### config.mk
export PLATFORM = sky130hd
export DESIGN_NAME = inst_buffer
export DESIGN_NICKNAME = d
export VERILOG_FILES = /design/src/verilog/fetch_pkg.sv /design/src/verilog/inst_buffer.sv
export SDC_FILE = /design/constraint.sdc
export NUM_CORES = 2
export LEC_CHECK = 0
export BUFFER_PORTS_ARGS = -buffer_cell sky130_fd_sc_hd__buf_2
export CAP_MARGIN = 20
export CORE_UTILIZATION = 47
export DETAILED_ROUTE_END_ITERATION = 7
export PLACE_DENSITY = 0.75
export REMOVE_ABC_BUFFERS = 1
export SYNTH_ARGS = -nofsm -noshare
export SYNTH_HDL_FRONTEND = slang
export SYNTH_SLANG_ARGS = --single-unit
### constraint.sdc
create_clock -name clock -period 11 [get_ports clock]
set_input_delay 0.55 -clock clock [delete_from_list [all_inputs] [get_ports clock]]
set_output_delay 0.55 -clock clock [all_outputs]
set_load 0.05 [all_outputs]
### src/verilog/fetch_pkg.sv
`default_nettype none

package fetch_pkg;

    // Basic data widths
    typedef logic [31:0] addr_t;
    typedef logic [31:0] inst_t;

    // Two instructions per memory line, slot 0 in the low half
    typedef logic [63:0] line_t;

    // Instruction memory geometry
    localparam int mem_words    = 256;
    localparam int mem_idx_bits = 8;

    // Instruction buffer geometry
    localparam int ib_depth    = 8;
    localparam int ib_idx_bits = 3;

    // Holds 0 to ib_depth inclusive
    typedef logic [3:0] slot_cnt_t;

    // Predictor geometry, indexed by PC bits 5:2
    localparam int bp_entries  = 16;
    localparam int bp_idx_bits = 4;

    // RV32 control transfer opcodes
    localparam logic [6:0] opcode_branch = 7'b1100011;
    localparam logic [6:0] opcode_jal    = 7'b1101111;
    localparam logic [6:0] opcode_jalr   = 7'b1100111;

    typedef enum logic [2:0] {
        cat_none   = 3'd0,
        cat_j      = 3'd1,
        cat_jal    = 3'd2,
        cat_jalr   = 3'd3,
        cat_branch = 3'd4
    } branch_cat_t;

endpackage

`default_nettype wire
### src/verilog/inst_buffer.sv
`default_nettype none

module inst_buffer
    import fetch_pkg::*;
(
    input  logic            clock,
    input  logic            reset,
    input  logic            flush,
    input  logic      [3:0] enq_valid,
    input  addr_t     [3:0] enq_pc,
    input  inst_t     [3:0] enq_inst,
    input  logic            pop,
    output slot_cnt_t       free_slots,
    output logic            out_valid,
    output addr_t           out_pc,
    output inst_t           out_inst
);

    addr_t buf_pc   [ib_depth];
    inst_t buf_inst [ib_depth];

    logic [ib_idx_bits-1:0] head;
    logic [ib_idx_bits-1:0] tail;
    slot_cnt_t              count;

    logic [ib_idx_bits-1:0] slot_pos [4];
    slot_cnt_t              enq_num;
    logic                   pop_fire;

    assign free_slots = slot_cnt_t'(ib_depth) - count;
    assign out_valid  = count != '0;
    assign out_pc     = buf_pc[head];
    assign out_inst   = buf_inst[head];
    assign pop_fire   = pop && out_valid;
    assign enq_num    = slot_cnt_t'($countones(enq_valid));

    // Pack valid slots behind the tail in slot order
    always_comb begin
        logic [ib_idx_bits-1:0] offset;
        offset = '0;
        for (int i = 0; i < 4; i++) begin
            slot_pos[i] = tail + offset;
            if (enq_valid[i]) begin
                offset = offset + 1'b1;
            end
        end
    end

    always_ff @(posedge clock) begin
        for (int i = 0; i < 4; i++) begin
            if (enq_valid[i]) begin
                buf_pc[slot_pos[i]]   <= enq_pc[i];
                buf_inst[slot_pos[i]] <= enq_inst[i];
            end
        end
    end

    always_ff @(posedge clock) begin
        if (reset || flush) begin
            head  <= '0;
            tail  <= '0;
            count <= '0;
        end else begin
            head  <= head + ib_idx_bits'(pop_fire);
            tail  <= tail + ib_idx_bits'(enq_num);
            count <= count + enq_num - slot_cnt_t'(pop_fire);
        end
    end

endmodule

`default_nettype wire

# Yosys cells after proc, flatten, opt, wreduce, memory -nomap -nowiden
# Memories as Yosys holds them, arrays and structs flattened. A register that Yosys moved wholly into a read port is not among the register bits.
# Index checks and enable logic that the tools add are counted.
# op_classes
addsub,13
n_mul,0
div_mod_pow,0
order_cmp,0
eq_ne,0
shift,0
n_mux,13
bitwise_logic,0
n_reduce_logical,3
# ops
operator,count
adder 3 bit,4
two-way mux 3 bit,4
two-way mux 1 bit,9
"adder 3 x 1 -> 3 bit, second input constant",2
adder 1 x 1 -> 2 bit,2
adder 4 x 3 -> 4 bit,1
nonzero test 4 bit,1
subtractor 4 x 1 -> 4 bit,1
"subtractor 4 bit, first input constant",1
adder 2 x 2 -> 3 bit,1
adder 3 x 1 -> 3 bit,1
logical AND 1 bit,1
logical OR 1 bit,1
# word_totals
ff_bits,10
latch_bits,0
mem_bits_rw,512
mem_bits_ro,0
in_bits,264
out_inout_bits,69
elab_cells,34
mem_count,2
# memory_table
name,words,word_bits,rd,rd_clocked_by_memory_dff,write_ports,line_no,text
buf_inst,8,32,1,1,4,inst_buffer.sv:20,inst_t buf_inst [ib_depth];
buf_pc,8,32,1,1,4,inst_buffer.sv:19,addr_t buf_pc [ib_depth];

# Logic depth before layout (Yosys ltp)
# depth
depth_word,6
mapped_depth,12
depth_no_buf,11

# Worst setup path after synthesis
# Ideal clock, no wire load.
# synth_timing
kind,input-to-reg
start,input enq_valid[1]
end,"memory buf_inst[1][0] (netlist name), enable pin"
setup_time_ns,1.029
arrival_time_ns,4.785
t_required_ns,9.971
path_slack_ns,5.186
path_stages,12
n_path_buf,3
path_cell_list,clkbuf_1 -> inv_1 -> ha_1 -> xor2_1 -> ha_1 -> fa_1 -> xor2_4 -> xor2_2 -> nand3_1 -> buf_2 -> buf_4 -> o2111ai_1
# synth_lines
item,line_no,text
from (decl),inst_buffer.sv:9,"input logic [3:0] enq_valid,"
to (decl),inst_buffer.sv:20,

==> results.json <==
{
  "status": "finished, violations left",
  "violations": "DRC",
  "max_freq_mhz": 164,
  "crit_path_start_kind": "input pin",
  "cts.root.buffer_cell": "clkbuf_16",
  "multi_input_area_um2": 21000,
  "intPower_mw": 4.77,
  "rsz0062_at_grt": "false",
  "fin_skew_ns": 0.0126,
  "finalSetupViolCount": 0,
  "arrival_ns": 6.37,
  "cts_resized": 0,
  "grt_usage": 0.384,
  "hold_class": "input pin to register",
  "portBuffers": 332,
  "finalHoldViolCount": 0,
  "hold_depth": 3,
  "cts_sinks": 522,
  "crit_fanout": 65,
  "htree_levels": 2,
  "antenna_found_initial": 30,
  "ir_drop_mv": 0.277,
  "slowest_delay_ns": 0.95,
  "r2r-start": "tail[0]$_SDFF_PP0_",
  "combPwrFrac": 0.383,
  "ys_ff_latch": 522,
  "die_x_um": 290,
  "nFillCells": 7180,
  "clockPowerShare": 0.261,
  "post_cts_buffers": 0,
  "switchingPower_mw": 3.09,
  "worstPathCellList": "buf_4, inv_1, ha_1, ha_1, fa_1, xor2_4, buf_4, nand2b_4, nand2_1, a211o_4, buf_4",
  "drc": 1,
  "path_delay_family": "buffers and inverters",
  "final_common_cell": "edfxtp_1",
  "cap_violations": 0,
  "r2r.worst_path.cells": 8,
  "drive_gt1_frac": 0.209,
  "synthDistinctLibCells": 47,
  "p_total_mw": 7.85,
  "crit_type": "input pin to register",
  "seqPwrFrac": 0.357,
  "synth_enable_flop_cells": 512,
  "worstPathRequired_ns": 11.26,
  "viasPerCell": 7.85,
  "grt_pass1_wl_um": 242000,
  "synth_warnings": 0,
  "synthesis.area_um2": 38900,
  "dieArea_um2": 83900,
  "drtAntennaViolNets": 0,
  "slowest_stage": "buf_4",
  "min_period_over_period": 0.555,
  "synth_area_leaders": "edfxtp_1 40%, a211oi_1 7.4%, mux4_2 7.4%, and3_1 6.2%, o31ai_1 4.9%",
  "synthArstFlopShare": 0,
  "clock_path_buffers": 3,
  "routed_wl_um": 166000,
  "cts_buffers": 59,
  "relSlewSlack": 0.0602,
  "r2r_end": "buf_inst[4][1]$_DFFE_PP_",
  "fin_hold_ws_ns": 0.247,
  "powerDensity_nw_per_um2": 186,
  "synthFlopType": "edfxtp_1",
  "path_buf_inv": 4,
  "initial_core_util": 0.474,
  "swShare": 0.393,
  "num_vias": 38800,
  "hold_start": "reset",
  "final_nets": 4100,
  "min_period_ns": 6.11,
  "gp_congestion": 0.866,
  "drtPass1Iterations": 8,
  "p_leak_nw": 14.9,
  "final_cell_mix": "512 x edfxtp_1, 385 x and3_1, 384 x a211oi_1",
  "regArea_um2": 15600,
  "place_hpwl_um": 84700,
  "grt_overflow_total": 0,
  "finalMaxSlewViolations": 0,
  "clk_pin_slew_ns": 0.06,
  "whs_endpoint": "head[0]$_SDFF_PP0_",
  "row_count": 105,
  "wire_per_inst_um": 33.6,
  "drt_iter0_markers": 7852,
  "end_kind": "register",
  "worst_slew_pin_slew_ns": 1.41,
  "die_h_um": 290,
  "reg2reg_slack_ns": 5.21,
  "grt_max_degree": 251,
  "syn_to_final_growth_pct": 8.69,
  "ctsHoldBuffers": 0,
  "synth_top_cell_by_area": "edfxtp_1",
  "syn_area_per_cell_um2": 9.65,
  "design.core.area_um2": 82000,
  "yosysSeqAreaShare": 0.401,
  "netlist.area_leader.share": 0.395,
  "crit_top_cell": "buf_4",
  "tritoncts": "built",
  "insertion_delay_ns": 0.65,
  "synthCells": 4031,
  "io_pins": 333,
  "grt_pass1_vias": 37400
}
[logic make-up after synthesis]
family | after synthesis | synth area share
xor gates and xnor gates | 16 | 0.00467
buffers and inverters | 698 | 0.0698
muxes | 321 | 0.130
and+or+nand+nor | 1292 | 0.175
adders and majority gates | 23 | 0.00837
DFF | 522 | 0.401
AOI/OAI and AO/OA | 1159 | 0.211
[worst max path at each step]
stage,from,to,cells after the start
3_5_place_dp,enq_valid[1],buf_pc[4][0]$_DFFE_PP_,11
6_report,enq_valid[1],buf_inst[4][1]$_DFFE_PP_,11
2_1_floorplan,enq_valid[0],buf_inst[3][0]$_DFFE_PP_,5
5_1_grt,enq_valid[1],buf_pc[4][2]$_DFFE_PP_,11
4_1_cts,enq_valid[1],buf_inst[4][2]$_DFFE_PP_,11
3_3_place_gp,enq_valid[1],buf_pc[4][0]$_DFFE_PP_,11
[synth_stat cells (4+ instances only)]
cell type / instances
a211oi_1: 384
a31oi_1: 128
and2_1: 7
and3_1: 386
and4b_1: 64
buf_1: 141
buf_2: 52
buf_4: 6
clkbuf_1: 481
dfxtp_1: 10
edfxtp_1: 512
fa_1: 5
ha_1: 18
inv_1: 17
mux2_1: 53
mux2_2: 139
mux4_2: 128
nand2_1: 141
nand2b_1: 4
nand3_1: 265
nand3b_1: 4
nor2_1: 272
nor3_1: 130
o21ai_0: 128
o22ai_1: 128
o2bb2ai_1: 128
o31ai_1: 256
or2_2: 5
xnor2_1: 8
xor2_1: 4
[registers in the layout, indices dropped and copies added (netlist names)]
| register | count |
|---|---|
| tail | 3 |
| buf_inst | 256 |
| head | 3 |
| buf_pc | 256 |
| count | 4 |
[power by group through the flow]
stage	sequential [mW]	clock, mW	combinational [mW]
after global placement	2.83	0	2.82
after CTS	2.80	2.03	2.86
after detailed placement	2.84	0	2.86
after global routing	2.83	2.10	3.08
final	2.80	2.05	3.00
after floorplan	2.85	0	1.84
[worst min-delay path: stages]
cell and delay [ns]:
buf_2 0.08, nor2_1 0.06, and2_1 0.16
[area by class of cell]
class | instances | area share
sequential | 522 | 0.369
multi-input combinational | 2811 | 0.496
tap | 1070 | 0.0317
clock buffer | 71 | 0.0360
clock inverter | 35 | 0.00906
timing repair buffer | 402 | 0.0556
antenna | 19 | 0.00112
inverter | 17 | 0.00151
[layer usage]
layer | GRT usage | wire (um) | up-vias
li1 | - | - | 15400
met1 | 0.492 | 56400 | 18300
met2 | 0.556 | 70400 | 4215
met3 | 0.145 | 29400 | 934
met4 | 0.218 | 9980 | 24
met5 | 0 | 142 | -
[metrics by stage]
stage | setup slack, ns | cells | TNS [ns] | utilization | cell area (um2)
after floorplan | -6.40 | 3350 | -2510.73 | - | 36200
after global placement | 4.53 | 4816 | 0 | 0.490 | 40200
after detailed placement | 4.43 | 4816 | 0 | 0.490 | 40200
after CTS | 5.11 | 4922 | 0 | 0.513 | 42100
after global routing | 4.93 | 4944 | 0 | 0.515 | 42300
final | 4.89 | 4947 | 0 | 0.516 | 42300
Note: power is estimated with default switching activity, not from simulation.
