`src/verilog/fetch_pkg.sv`:
```
`default_nettype none

package fetch_pkg;

    // Basic data widths
    typedef logic [31:0] addr_t;
    typedef logic [31:0] inst_t;

    // Two instructions per memory line, slot 0 in the low half
    typedef logic [63:0] line_t;

    // Instruction memory geometry
    localparam int mem_words    = 256;
    localparam int mem_idx_bits = 8;

    // Instruction buffer geometry
    localparam int ib_depth    = 8;
    localparam int ib_idx_bits = 3;

    // Holds 0 to ib_depth inclusive
    typedef logic [3:0] slot_cnt_t;

    // Predictor geometry, indexed by PC bits 5:2
    localparam int bp_entries  = 16;
    localparam int bp_idx_bits = 4;

    // RV32 control transfer opcodes
    localparam logic [6:0] opcode_branch = 7'b1100011;
    localparam logic [6:0] opcode_jal    = 7'b1101111;
    localparam logic [6:0] opcode_jalr   = 7'b1100111;

    typedef enum logic [2:0] {
        cat_none   = 3'd0,
        cat_j      = 3'd1,
        cat_jal    = 3'd2,
        cat_jalr   = 3'd3,
        cat_branch = 3'd4
    } branch_cat_t;

endpackage

`default_nettype wire
```
`src/verilog/branch_predictor.sv`:
```
`default_nettype none

module branch_predictor
    import fetch_pkg::*;
(
    input  logic  clock,
    input  logic  reset,
    input  logic  bp_req_valid,
    input  addr_t bp_req_pc,
    input  logic  update_valid,
    input  addr_t update_pc,
    input  logic  update_taken,
    input  addr_t update_target,
    output logic  bp_taken,
    output addr_t bp_target
);

    // Bimodal counters, 2 and above means taken
    logic [1:0] counter [bp_entries];

    // BTB, tag keeps the PC bits above the index
    logic                    btb_valid  [bp_entries];
    logic [31:bp_idx_bits+2] btb_tag    [bp_entries];
    addr_t                   btb_target [bp_entries];

    logic [bp_idx_bits-1:0] req_idx;
    logic [bp_idx_bits-1:0] upd_idx;
    logic                   btb_hit;

    assign req_idx = bp_req_pc[bp_idx_bits+1:2];
    assign upd_idx = update_pc[bp_idx_bits+1:2];

    // Lookup
    assign btb_hit   = btb_valid[req_idx] &&
                       (btb_tag[req_idx] == bp_req_pc[31:bp_idx_bits+2]);
    assign bp_taken  = bp_req_valid && counter[req_idx][1] && btb_hit;
    assign bp_target = btb_hit ? btb_target[req_idx] : bp_req_pc + 32'd4;

    // Counter training and BTB valid bits
    always_ff @(posedge clock) begin
        if (reset) begin
            for (int i = 0; i < bp_entries; i++) begin
                counter[i]   <= 2'd1;
                btb_valid[i] <= 1'b0;
            end
        end else if (update_valid) begin
            if (update_taken) begin
                if (counter[upd_idx] != 2'd3) begin
                    counter[upd_idx] <= counter[upd_idx] + 2'd1;
                end
                btb_valid[upd_idx] <= 1'b1;
            end else if (counter[upd_idx] != 2'd0) begin
                counter[upd_idx] <= counter[upd_idx] - 2'd1;
            end
        end
    end

    // BTB payload
    always_ff @(posedge clock) begin
        if (update_valid && update_taken) begin
            btb_tag[upd_idx]    <= update_pc[31:bp_idx_bits+2];
            btb_target[upd_idx] <= update_target;
        end
    end

endmodule

`default_nettype wire

```
`config.mk`:
```
export PLATFORM = sky130hd
export DESIGN_NAME = branch_predictor
export DESIGN_NICKNAME = d
export VERILOG_FILES = /design/src/verilog/fetch_pkg.sv /design/src/verilog/branch_predictor.sv
export SDC_FILE = /design/constraint.sdc
export NUM_CORES = 1
export LEC_CHECK = 0
export ABC_CLOCK_PERIOD_IN_PS = 6200
export BUFFER_PORTS_ARGS = -buffer_cell sky130_fd_sc_hd__clkbuf_2
export CORE_UTILIZATION = 45
export DETAILED_ROUTE_END_ITERATION = 7
export GPL_TIMING_DRIVEN = 0
export PLACE_DENSITY = 0.64
export SLEW_MARGIN = 20
export SYNTH_ARGS = -nofsm -noshare
export SYNTH_HDL_FRONTEND = slang
export SYNTH_SLANG_ARGS = --single-unit
```
`constraint.sdc`:
```
create_clock -name clock -period 6.2 [get_ports clock]
set_clock_uncertainty 0.2 [all_clocks]
set_input_delay 0 -clock clock [delete_from_list [all_inputs] [get_ports clock]]
set_output_delay 0 -clock clock [all_outputs]
set_load 0.05 [all_outputs]
```
## Yosys cells after proc, flatten, opt, wreduce, memory -nomap -nowiden

Memories as Yosys holds them, arrays and structs flattened.
Index checks and enable logic that the tools add are counted.

| storage, ports and cells | value |
|---|---|
| register bits | 0 |
| memory bits (writable) | 976 |
| bits of input ports | 101 |
| output and inout bits | 33 |
| memories | 4 |

| operators by class | value |
|---|---|
| add/sub/neg operators | 3 |
| eq/ne operators | 2 |
| muxes and demuxes | 26 |
| bitwise logic cells | 1 |
| reductions and logical operators | 7 |

Memory list:

| memory | depth | bits a word | read ports | clocked after memory_dff | wr ports | line | source |
|---|---|---|---|---|---|---|---|
| btb_target | 16 | 32 | 1 | 0 | 1 | branch_predictor.sv:24 | `addr_t btb_target [bp_entries];` |
| btb_tag | 16 | 26 | 1 | 0 | 1 | branch_predictor.sv:23 | `logic [31:bp_idx_bits+2] btb_tag [bp_entries];` |
| counter | 16 | 2 | 2 | 0 | 16 | branch_predictor.sv:19 | `logic [1:0] counter [bp_entries];` |
| btb_valid | 16 | 1 | 1 | 0 | 16 | branch_predictor.sv:22 | `logic btb_valid [bp_entries];` |

Operator list:

| kind | count |
|---|---|
| $add A32 B3 Y32 const B | 1 |
| $mux W32 | 1 |
| $eq A26 B26 Y1 | 1 |
| $mux W1 | 21 |
| $mux W4 | 2 |
| $logic_and A1 B1 Y1 | 4 |
| $mux W2 | 2 |
| $add A2 B1 Y2 const B | 1 |
| $ne A2 B2 Y1 const B | 1 |
| $reduce_bool A2 Y1 | 1 |
| $reduce_or A2 Y1 | 1 |
| $sub A2 B1 Y2 const B | 1 |
| $or A1 B1 Y1 | 1 |
| $reduce_or A1 Y1 | 1 |

## Depth between registers and ports, before layout

Gate-level depths: netlist of the first run.
An unclocked memory read counts as a cell.

| depth | value |
|---|---|
| depth in word-level cells | 10 |
| depth in mapped cells | 15 |

## Least setup slack after synthesis of the first run

No wires, ideal clock.

| path | value |
|---|---|
| path type | in2reg |
| start | input port update_pc[2] |
| end | memory btb_tag[12][0] in the netlist's numbering, enable pin |
| setup time | 0.476 ns |
| data arrival time | 3.262 ns |
| data required time | 5.524 ns |
| path slack | 2.262 ns |
| cell stages on the path | 4 |
| path buffers | 2 |
| cell sequence | buf_1 or2_2 clkbuf_1 nor2_1 |

RTL lines:

| element | line | source |
|---|---|---|
| start: declaration | branch_predictor.sv:11 | `input addr_t update_pc,` |
| end: declaration | branch_predictor.sv:23 |  |

No word-level cell before the write port.

## Worst setup path after layout of the first run

| path | value |
|---|---|
| start | input port bp_req_pc[4] |
| end | output port bp_target[23] |

| between the ends | value |
|---|---|
| longest elaborated chain between the ends | 4 |
| elaborated cells between the ends (all ways) | 7 |
| classes of those cells | add/sub: 1; eq/ne: 1; mux: 1; reduce/logical: 1; memory: 3 |

Ends and longest elaborated chain:

| element | line | source |
|---|---|---|
| start: declaration | branch_predictor.sv:9 | `input addr_t bp_req_pc,` |
| $mem_v2 Z16 W26 | -- |  |
| $eq A26 B26 Y1 | branch_predictor.sv:35 | `(btb_tag[req_idx] == bp_req_pc[31:bp_idx_bits+2]);` |
| $logic_and A1 B1 Y1 | branch_predictor.sv:34 | `assign btb_hit = btb_valid[req_idx] &&` |
| $mux W32 (*) | branch_predictor.sv:37 | `assign bp_target = btb_hit ? btb_target[req_idx] : bp_req_pc + 32'd4;` |
| end: declaration | branch_predictor.sv:15 | `output addr_t bp_target` |

Every way passes the cells marked *; elsewhere a longest branch is shown, timed or not.

==> impl_metrics.csv, run 1 <==
group,metric,value,unit
power_and_ir_drop,power_density,302,mW/mm^2
clocking,cts.path.max_buffers,3,
drt,drt_drc_violations_left,0,
setup_path,r2r_start,"counter[3][0]$_SDFFCE_PN1P_",
drt,viasPerCell,6.00,
drt,drtPass1Iterations,5,
clocking,htree_num_levels,3,
drt,wirelength,109,mm
synthesis,synth-edff-count,960,
setup_path,path_buf_inv,8,
floorplanning,die-area,0.0885,sq mm
clocking,cts_made_buffers,100,
cells_and_area,finalNetCount,2306,
timing,hold_slack,0.0526,ns
timing,setup_viol,0,
timing,worst_pin_slew,1.07,ns
floorplanning,start_util,45.4,%
synthesis,synth_compound_area_share,1.90,%
synthesis,synth_xor_area_share,1.05,%
worst_hold_path,holdCritStartpoint,"update_taken",
synthesis,yosys-top-cells-area,"edfxtp_1 (73%), mux4_2 (16%), mux2i_1 (1.6%)",
timing,drv_slew,0,
timing,min_period,5.39,ns
synthesis,synthAdderAreaFrac,0.0318,%
cells_and_area,drive_above_1_share,30.5,%
synthesis,synth_top_area_share,73.3,%
floorplanning,io_pins,134,
synthesis,synthesis.nets,1961,
worst_hold_path,hp-class,"primary input to flip-flop",
setup_path,worstPathCellList,"buf_2 > buf_1 > buf_2 > buf_2 > clkbuf_1 > o21ai_0 > a211oi_1 > a32oi_1 > nor4_2 > buf_4 > buf_6 > mux2_1 > clkbuf_2",
synthesis,yosys_warnings,0,
drt,vias,20691,
synthesis,yosysUniqueCellTypes,65,
place,gp_congestion,0.959,
synthesis,synth_most_common_cell,"edfxtp_1",
setup_path,startpoint_type,"primary input",
global_routing,grt_pass1_vias,21259,
place,dp_hpwl,75.5,mm
floorplanning,core-area,0.0866,sq mm
clocking,clkSinkCount,976,
setup_path,critPathLaunch,"bp_req_pc[4]",
clocking,clock_latency,0.66,ns
cells_and_area,fillers,6590,
run,max_cap_violations,0,
setup_path,worstPathArrival,5.19,ns
floorplanning,core.rowCount,108,
synthesis,ys.flop_type,"edfxtp_1",
setup_path,worstPathMaxFanout,10,
timing,hold_viol_final,0,
global_routing,antenna_found_initial,9,
cells_and_area,multi_input_area,0.00971,sq mm
global_routing,grt_remaining_overflow,0,
drt,ant_nets,0,
clocking,root_buffer,"clkbuf_16",
synthesis,ys_async_sr_fraction,0,%
setup_path,crit_family,"buffers and inverters",
timing,finalCritPeriodShare,86.9,%
global_routing,grt_max_degree,19,
synthesis,synthMuxAreaShare,18.5,%
global_routing,grt_pass1_wl,154,mm
cells_and_area,final_util,53.9,%
floorplanning,fp.dieH,298,microns
power_and_ir_drop,p_total,14.1,mW
timing,relSlewSlack,28.6,%
setup_path,end_kind,"primary output",
setup_path,required,6.00,ns
drt,wire_per_inst,31.7,microns
drt,drtIter0Drc,2669,
synthesis,ys_seq_area_share,74.2,%
timing,rsz0062_at_grt,"no",
synthesis,ys_ff_latch,976,
synthesis,ys_top_cells_by_count,"edfxtp_1 (960), mux4_2 (277), nor2_1 (90)",
run_status,status,"complete, no violations",
setup_path,critPathSlowestCell,"buf_1",
cells_and_area,layout.area.seq,0.0291,sq mm
synthesis,syn_area_per_cell,21.1,sq um
clocking,tritoncts,"done",
synthesis,synth_cells,1859,
power_and_ir_drop,power.leakage,15.0,nW
setup_path,path_class,"primary input to primary output",
clocking,cts_setup_buffers,0,
clocking,clk_pin_slew_worst_paths,0.05,ns
synthesis,netlist_area,0.0393,sq mm
floorplanning,die_x,298,microns
timing,timing.fmax,186,MHz
global_routing,grt_usage,24.8,%
setup_path,slowest_delay,0.74,ns
cells_and_area,area_growth,18.8,%
setup_path,reg2reg_setup_slack,2.25,ns
place,port_buffers,119,
setup_path,crit_top_cell,"buf_2",
power_and_ir_drop,ir_drop,0.000225,V
synthesis,yosys.area_share.simple,2.95,%
synthesis,synth_area_leader_cell,"edfxtp_1",
synthesis,synth_top_family_by_area,"multiplexers",
==> worst register-to-register path: cells and delay by family, from the launching register on <==
kind,cells,cell delay [ns]
flops,1,0.36
simple gates,2,0.46
buf+inv,1,0.64
compound gates,3,1.23
mux,2,0.75
==> stage by stage <==
step / instances / setup TNS (ns) / worst slack (ns) / area [sq um]
4_1_cts: 3443 / 0 / 0.887 / 46700
3_3_place_gp: 3133 / -1598.56 / -1.97 / 41300
5_1_grt: 3443 / 0 / 0.757 / 46700
2_1_floorplan: 1859 / 0 / 2.26 / 39300
3_5_place_dp: 3192 / 0 / 0.909 / 42900
6_report: 3447 / 0 / 0.813 / 46700
==> registers in the layout, summed over array words and instances (netlist names) <==
signal / cells
btb_tag: 416
btb_target: 512
btb_valid: 16
counter: 32
==> placed cells by master, fill, tap and decap left out, drive strengths merged, types with 39 or more instances in the layout <==
cell         instances
edfxtp             960
clkbuf             302
mux4               277
buf                111
nor2                90
dlygate4sd3         65
mux2i               61
nand2               46
clkinv              41
xnor2               39
==> kinds of logic after synthesis <==
group                    Yosys count
AO/OA/AOI/OAI                    101
buffers and inverters            118
XOR/XNOR                          47
flip-flops                       976
AND/OR/NAND/NOR                  243
multiplexers                     373
adder cells (fa/ha/maj)            1
==> area by class of cell <==
class / instances / share of cell area, %
inverter: 18 / 0.145
clock buffer: 135 / 5.68
clock inverter: 51 / 1.06
multi-input combinational: 765 / 20.8
antenna: 4 / 0.0214
buffer: 100 / 1.10
sequential: 976 / 62.4
timing repair buffer: 243 / 5.70
tap: 1155 / 3.09
==> worst paths after layout <==
check / cells past startpoint / to
hold / removal: 3 / btb_target[4][2]$_DFFE_PP_
setup / recovery: 13 / bp_target[23]
hold reg to reg: 2 / btb_valid[2]$_DFF_P_
setup reg to reg: 8 / counter[15][0]$_SDFFCE_PN1P_
==> power breakdown <==
group / leakage (nW) / total [mW] / switching, mW / internal [mW]
logic: 4.67 / 0.979 / 0.604 / 0.374
registers: 8.77 / 7.35 / 0.0193 / 7.33
clock network: 1.52 / 5.78 / 2.54 / 3.24
==> per-layer routing <==
metal / global-route usage [%] / part of all wire [%] / vias up
li1: - / - / 8486
met1: 33.7 / 40 / 11007
met2: 40.5 / 49 / 1027
met3: 5.60 / 8.5 / 163
met4: 6.54 / 2.2 / 8
met5: 0 / 0.044 / -
==> timing repair <==
action,CTS,global route
hold buffers,65,0
endpoints found under the hold margin,1006,0
resized for setup,0,0
No activity file was read; power rests on OpenSTA's default activity.
==> inputs of run 2 (changes only) <==
--- a/config.mk
+++ b/config.mk
@@ -6,7 +6,7 @@
 export NUM_CORES = 1
 export LEC_CHECK = 0
 export ABC_CLOCK_PERIOD_IN_PS = 6200
-export BUFFER_PORTS_ARGS = -buffer_cell sky130_fd_sc_hd__clkbuf_2
+export BUFFER_PORTS_ARGS = -buffer_cell sky130_fd_sc_hd__buf_2
 export CORE_UTILIZATION = 45
 export DETAILED_ROUTE_END_ITERATION = 7
 export GPL_TIMING_DRIVEN = 0
==> run 2 against run 1 <==
Net effect: clock power decreased by 0.9%; via count shrank 1.0%; global-route usage decreased by 0.12 points; largest cell class unchanged; core utilization is 0.13 points lower; critical path depth shrank 1; setup slack got worse by 0.095 ns; sequential power about the same.
==> impl_metrics.csv, run 2 (same netlist as run 1, synthesis figures left out) <==
group,metric,value,unit
floorplanning,die_x,298,microns
timing,setup_viol,0,
power_and_ir_drop,power_density,302,mW/mm^2
setup_path,end_kind,"primary output",
drt,ant_nets,0,
place,pre_cts_ws,0.842,ns
timing,worst_pin_slew,1.14,ns
place,gp_congestion,0.983,
clocking,cts_resized,0,
clocking,cts_made_buffers,99,
place,dp_hpwl,75.6,mm
cells_and_area,largest_reg_flops,512,
drt,drt_drc_violations_left,0,
place,port_buffers,119,
clocking,cts_setup_buffers,0,
run,max_cap_violations,0,
floorplanning,core.rowCount,108,
cells_and_area,regMostFlops,"btb_target",
timing,relSlewSlack,23.9,%
setup_path,path_class,"primary input to primary output",
clocking,clock_latency,0.66,ns
timing,rsz0062_at_grt,"no",
cells_and_area,final_cell_mix,"edfxtp_1 (960), mux4_2 (277), buf_2 (150)",
clocking,clk_pin_slew_worst_paths,0.06,ns
global_routing,antenna_found_initial,8,
floorplanning,fp.dieH,298,microns
floorplanning,io_pins,134,
timing,hold_viol_final,0,
cells_and_area,drive_above_1_share,30.4,%
drt,drtPass1Iterations,6,
floorplanning,start_util,45.4,%
power_and_ir_drop,power.leakage,14.9,nW
cells_and_area,finalNetCount,2302,
drt,vias,20477,
clocking,root_buffer,"clkbuf_16",
floorplanning,core-area,0.0866,sq mm
setup_path,worstPathArrival,5.28,ns
cells_and_area,layout_commonest_cell,"edfxtp_1",
timing,min_period,5.48,ns
timing,fin_ws,0.718,ns
clocking,htree_num_levels,3,
setup_path,reg2reg_setup_slack,2.17,ns
run_status,status,"complete, no violations",
global_routing,grt_remaining_overflow,0,
global_routing,grt_usage,24.7,%
clocking,cts.path.max_buffers,3,
cells_and_area,largestRegisters,"btb_target (512), btb_tag (416), counter (32)",
global_routing,grt_pass1_vias,20949,
drt,wire_per_inst,31.5,microns
clocking,clkSinkCount,976,
clocking,cts_hold_buf,65,
setup_path,worstPathMaxFanout,10,
timing,finalCritPeriodShare,88.4,%
drt,wirelength,108,mm
timing,timing.fmax,182,MHz
setup_path,startpoint_type,"primary input",
worst_hold_path,hp-class,"primary input to flip-flop",
timing,setup_tns,0,ns
drt,drtIter0Drc,2389,
drt,viasPerCell,5.96,
cells_and_area,area_growth,18.5,%
timing,drv_slew,0,
global_routing,grt_max_degree,19,
clocking,tritoncts,"done",
global_routing,grt_pass1_wl,154,mm
floorplanning,die-area,0.0885,sq mm
power_and_ir_drop,ir_drop,0.000203,V
setup_path,required,6.00,ns
[run 2: changes by cell type in the layout (fill, tap and decap cells not counted), moves of 2 or more]
cell / previous run / this run
buf_2: 31 / 150
diode_2: 4 / 1
bufinv_16: 5 / 7
clkinv_1: 19 / 28
clkbuf_2: 123 / 2
buf_16: 31 / 28
clkbuf_8: 2 / 0
clkinv_2: 16 / 19
clkbuf_1: 77 / 63
clkinvlp_4: 3 / 1
[run 2: metrics by stage]
step | util (%) | area (sq um) | power (mW) | instances | hold slack (ns)
after CTS | 53.8 | 46600 | 14.1 | 3434 | 0.0106
after detailed placement | 49.4 | 42800 | 8.43 | 3189 | 0.172
after floorplan | - | 39300 | 8.01 | 1859 | -0.101
final | 53.8 | 46600 | 14.1 | 3435 | 0.0409
after global routing | 53.8 | 46600 | 14.4 | 3435 | 0.0611
after global placement | 47.7 | 41300 | 8.39 | 3133 | 0.156
[run 2: final timing paths]
check,from,cells past startpoint,end
worst max-delay path,bp_req_pc[5],12,bp_target[23]
worst min-delay path,update_target[10],2,btb_target[8][10]$_DFFE_PP_
worst max register to register,counter[3][0]$_SDFFCE_PN1P_,8,counter[15][1]$_SDFFCE_PN0P_
worst min register to register,btb_valid[11]$_DFF_P_,2,btb_valid[11]$_DFF_P_
[run 2: cell type report]
cell class | instances | area (sq um)
clock buffers | 119 | 2590
diodes | 1 | 2.50
fillers | 6637 | 40000
repair buffers | 240 | 2580
well taps | 1155 | 1450
clock inverters | 61 | 537
plain buffers | 100 | 509
flip-flops and latches | 976 | 29100
inverters | 18 | 67.6
multi-input cells | 765 | 9700
[run 2: report_power, final]
group | internal [mW] | switching [mW] | total [mW]
Clock | 3.28 | 2.46 | 5.73
Combinational | 0.375 | 0.606 | 0.980
Sequential | 7.33 | 0.0191 | 7.35
Total | 11.0 | 3.08 | 14.1
[run 2: worst max-delay path: stages]
cell      delay, ns
buf_2          0.19
clkbuf_1       0.69
clkbuf_1       0.64
buf_1          0.73
a41oi_1        0.41
nor4b_1        0.64
nand4_1        0.28
nor4_2         0.48
buf_4          0.30
buf_6          0.21
mux2_1         0.42
buf_2          0.25
[run 2: routing by layer]
layer,share of wire [%],global-route usage (%),up-vias
met5,0.054,0,-
met4,2.1,6.30,8
met3,8.4,4.98,149
met2,49,40.5,961
met1,40,33.9,10873
li1,-,-,8486
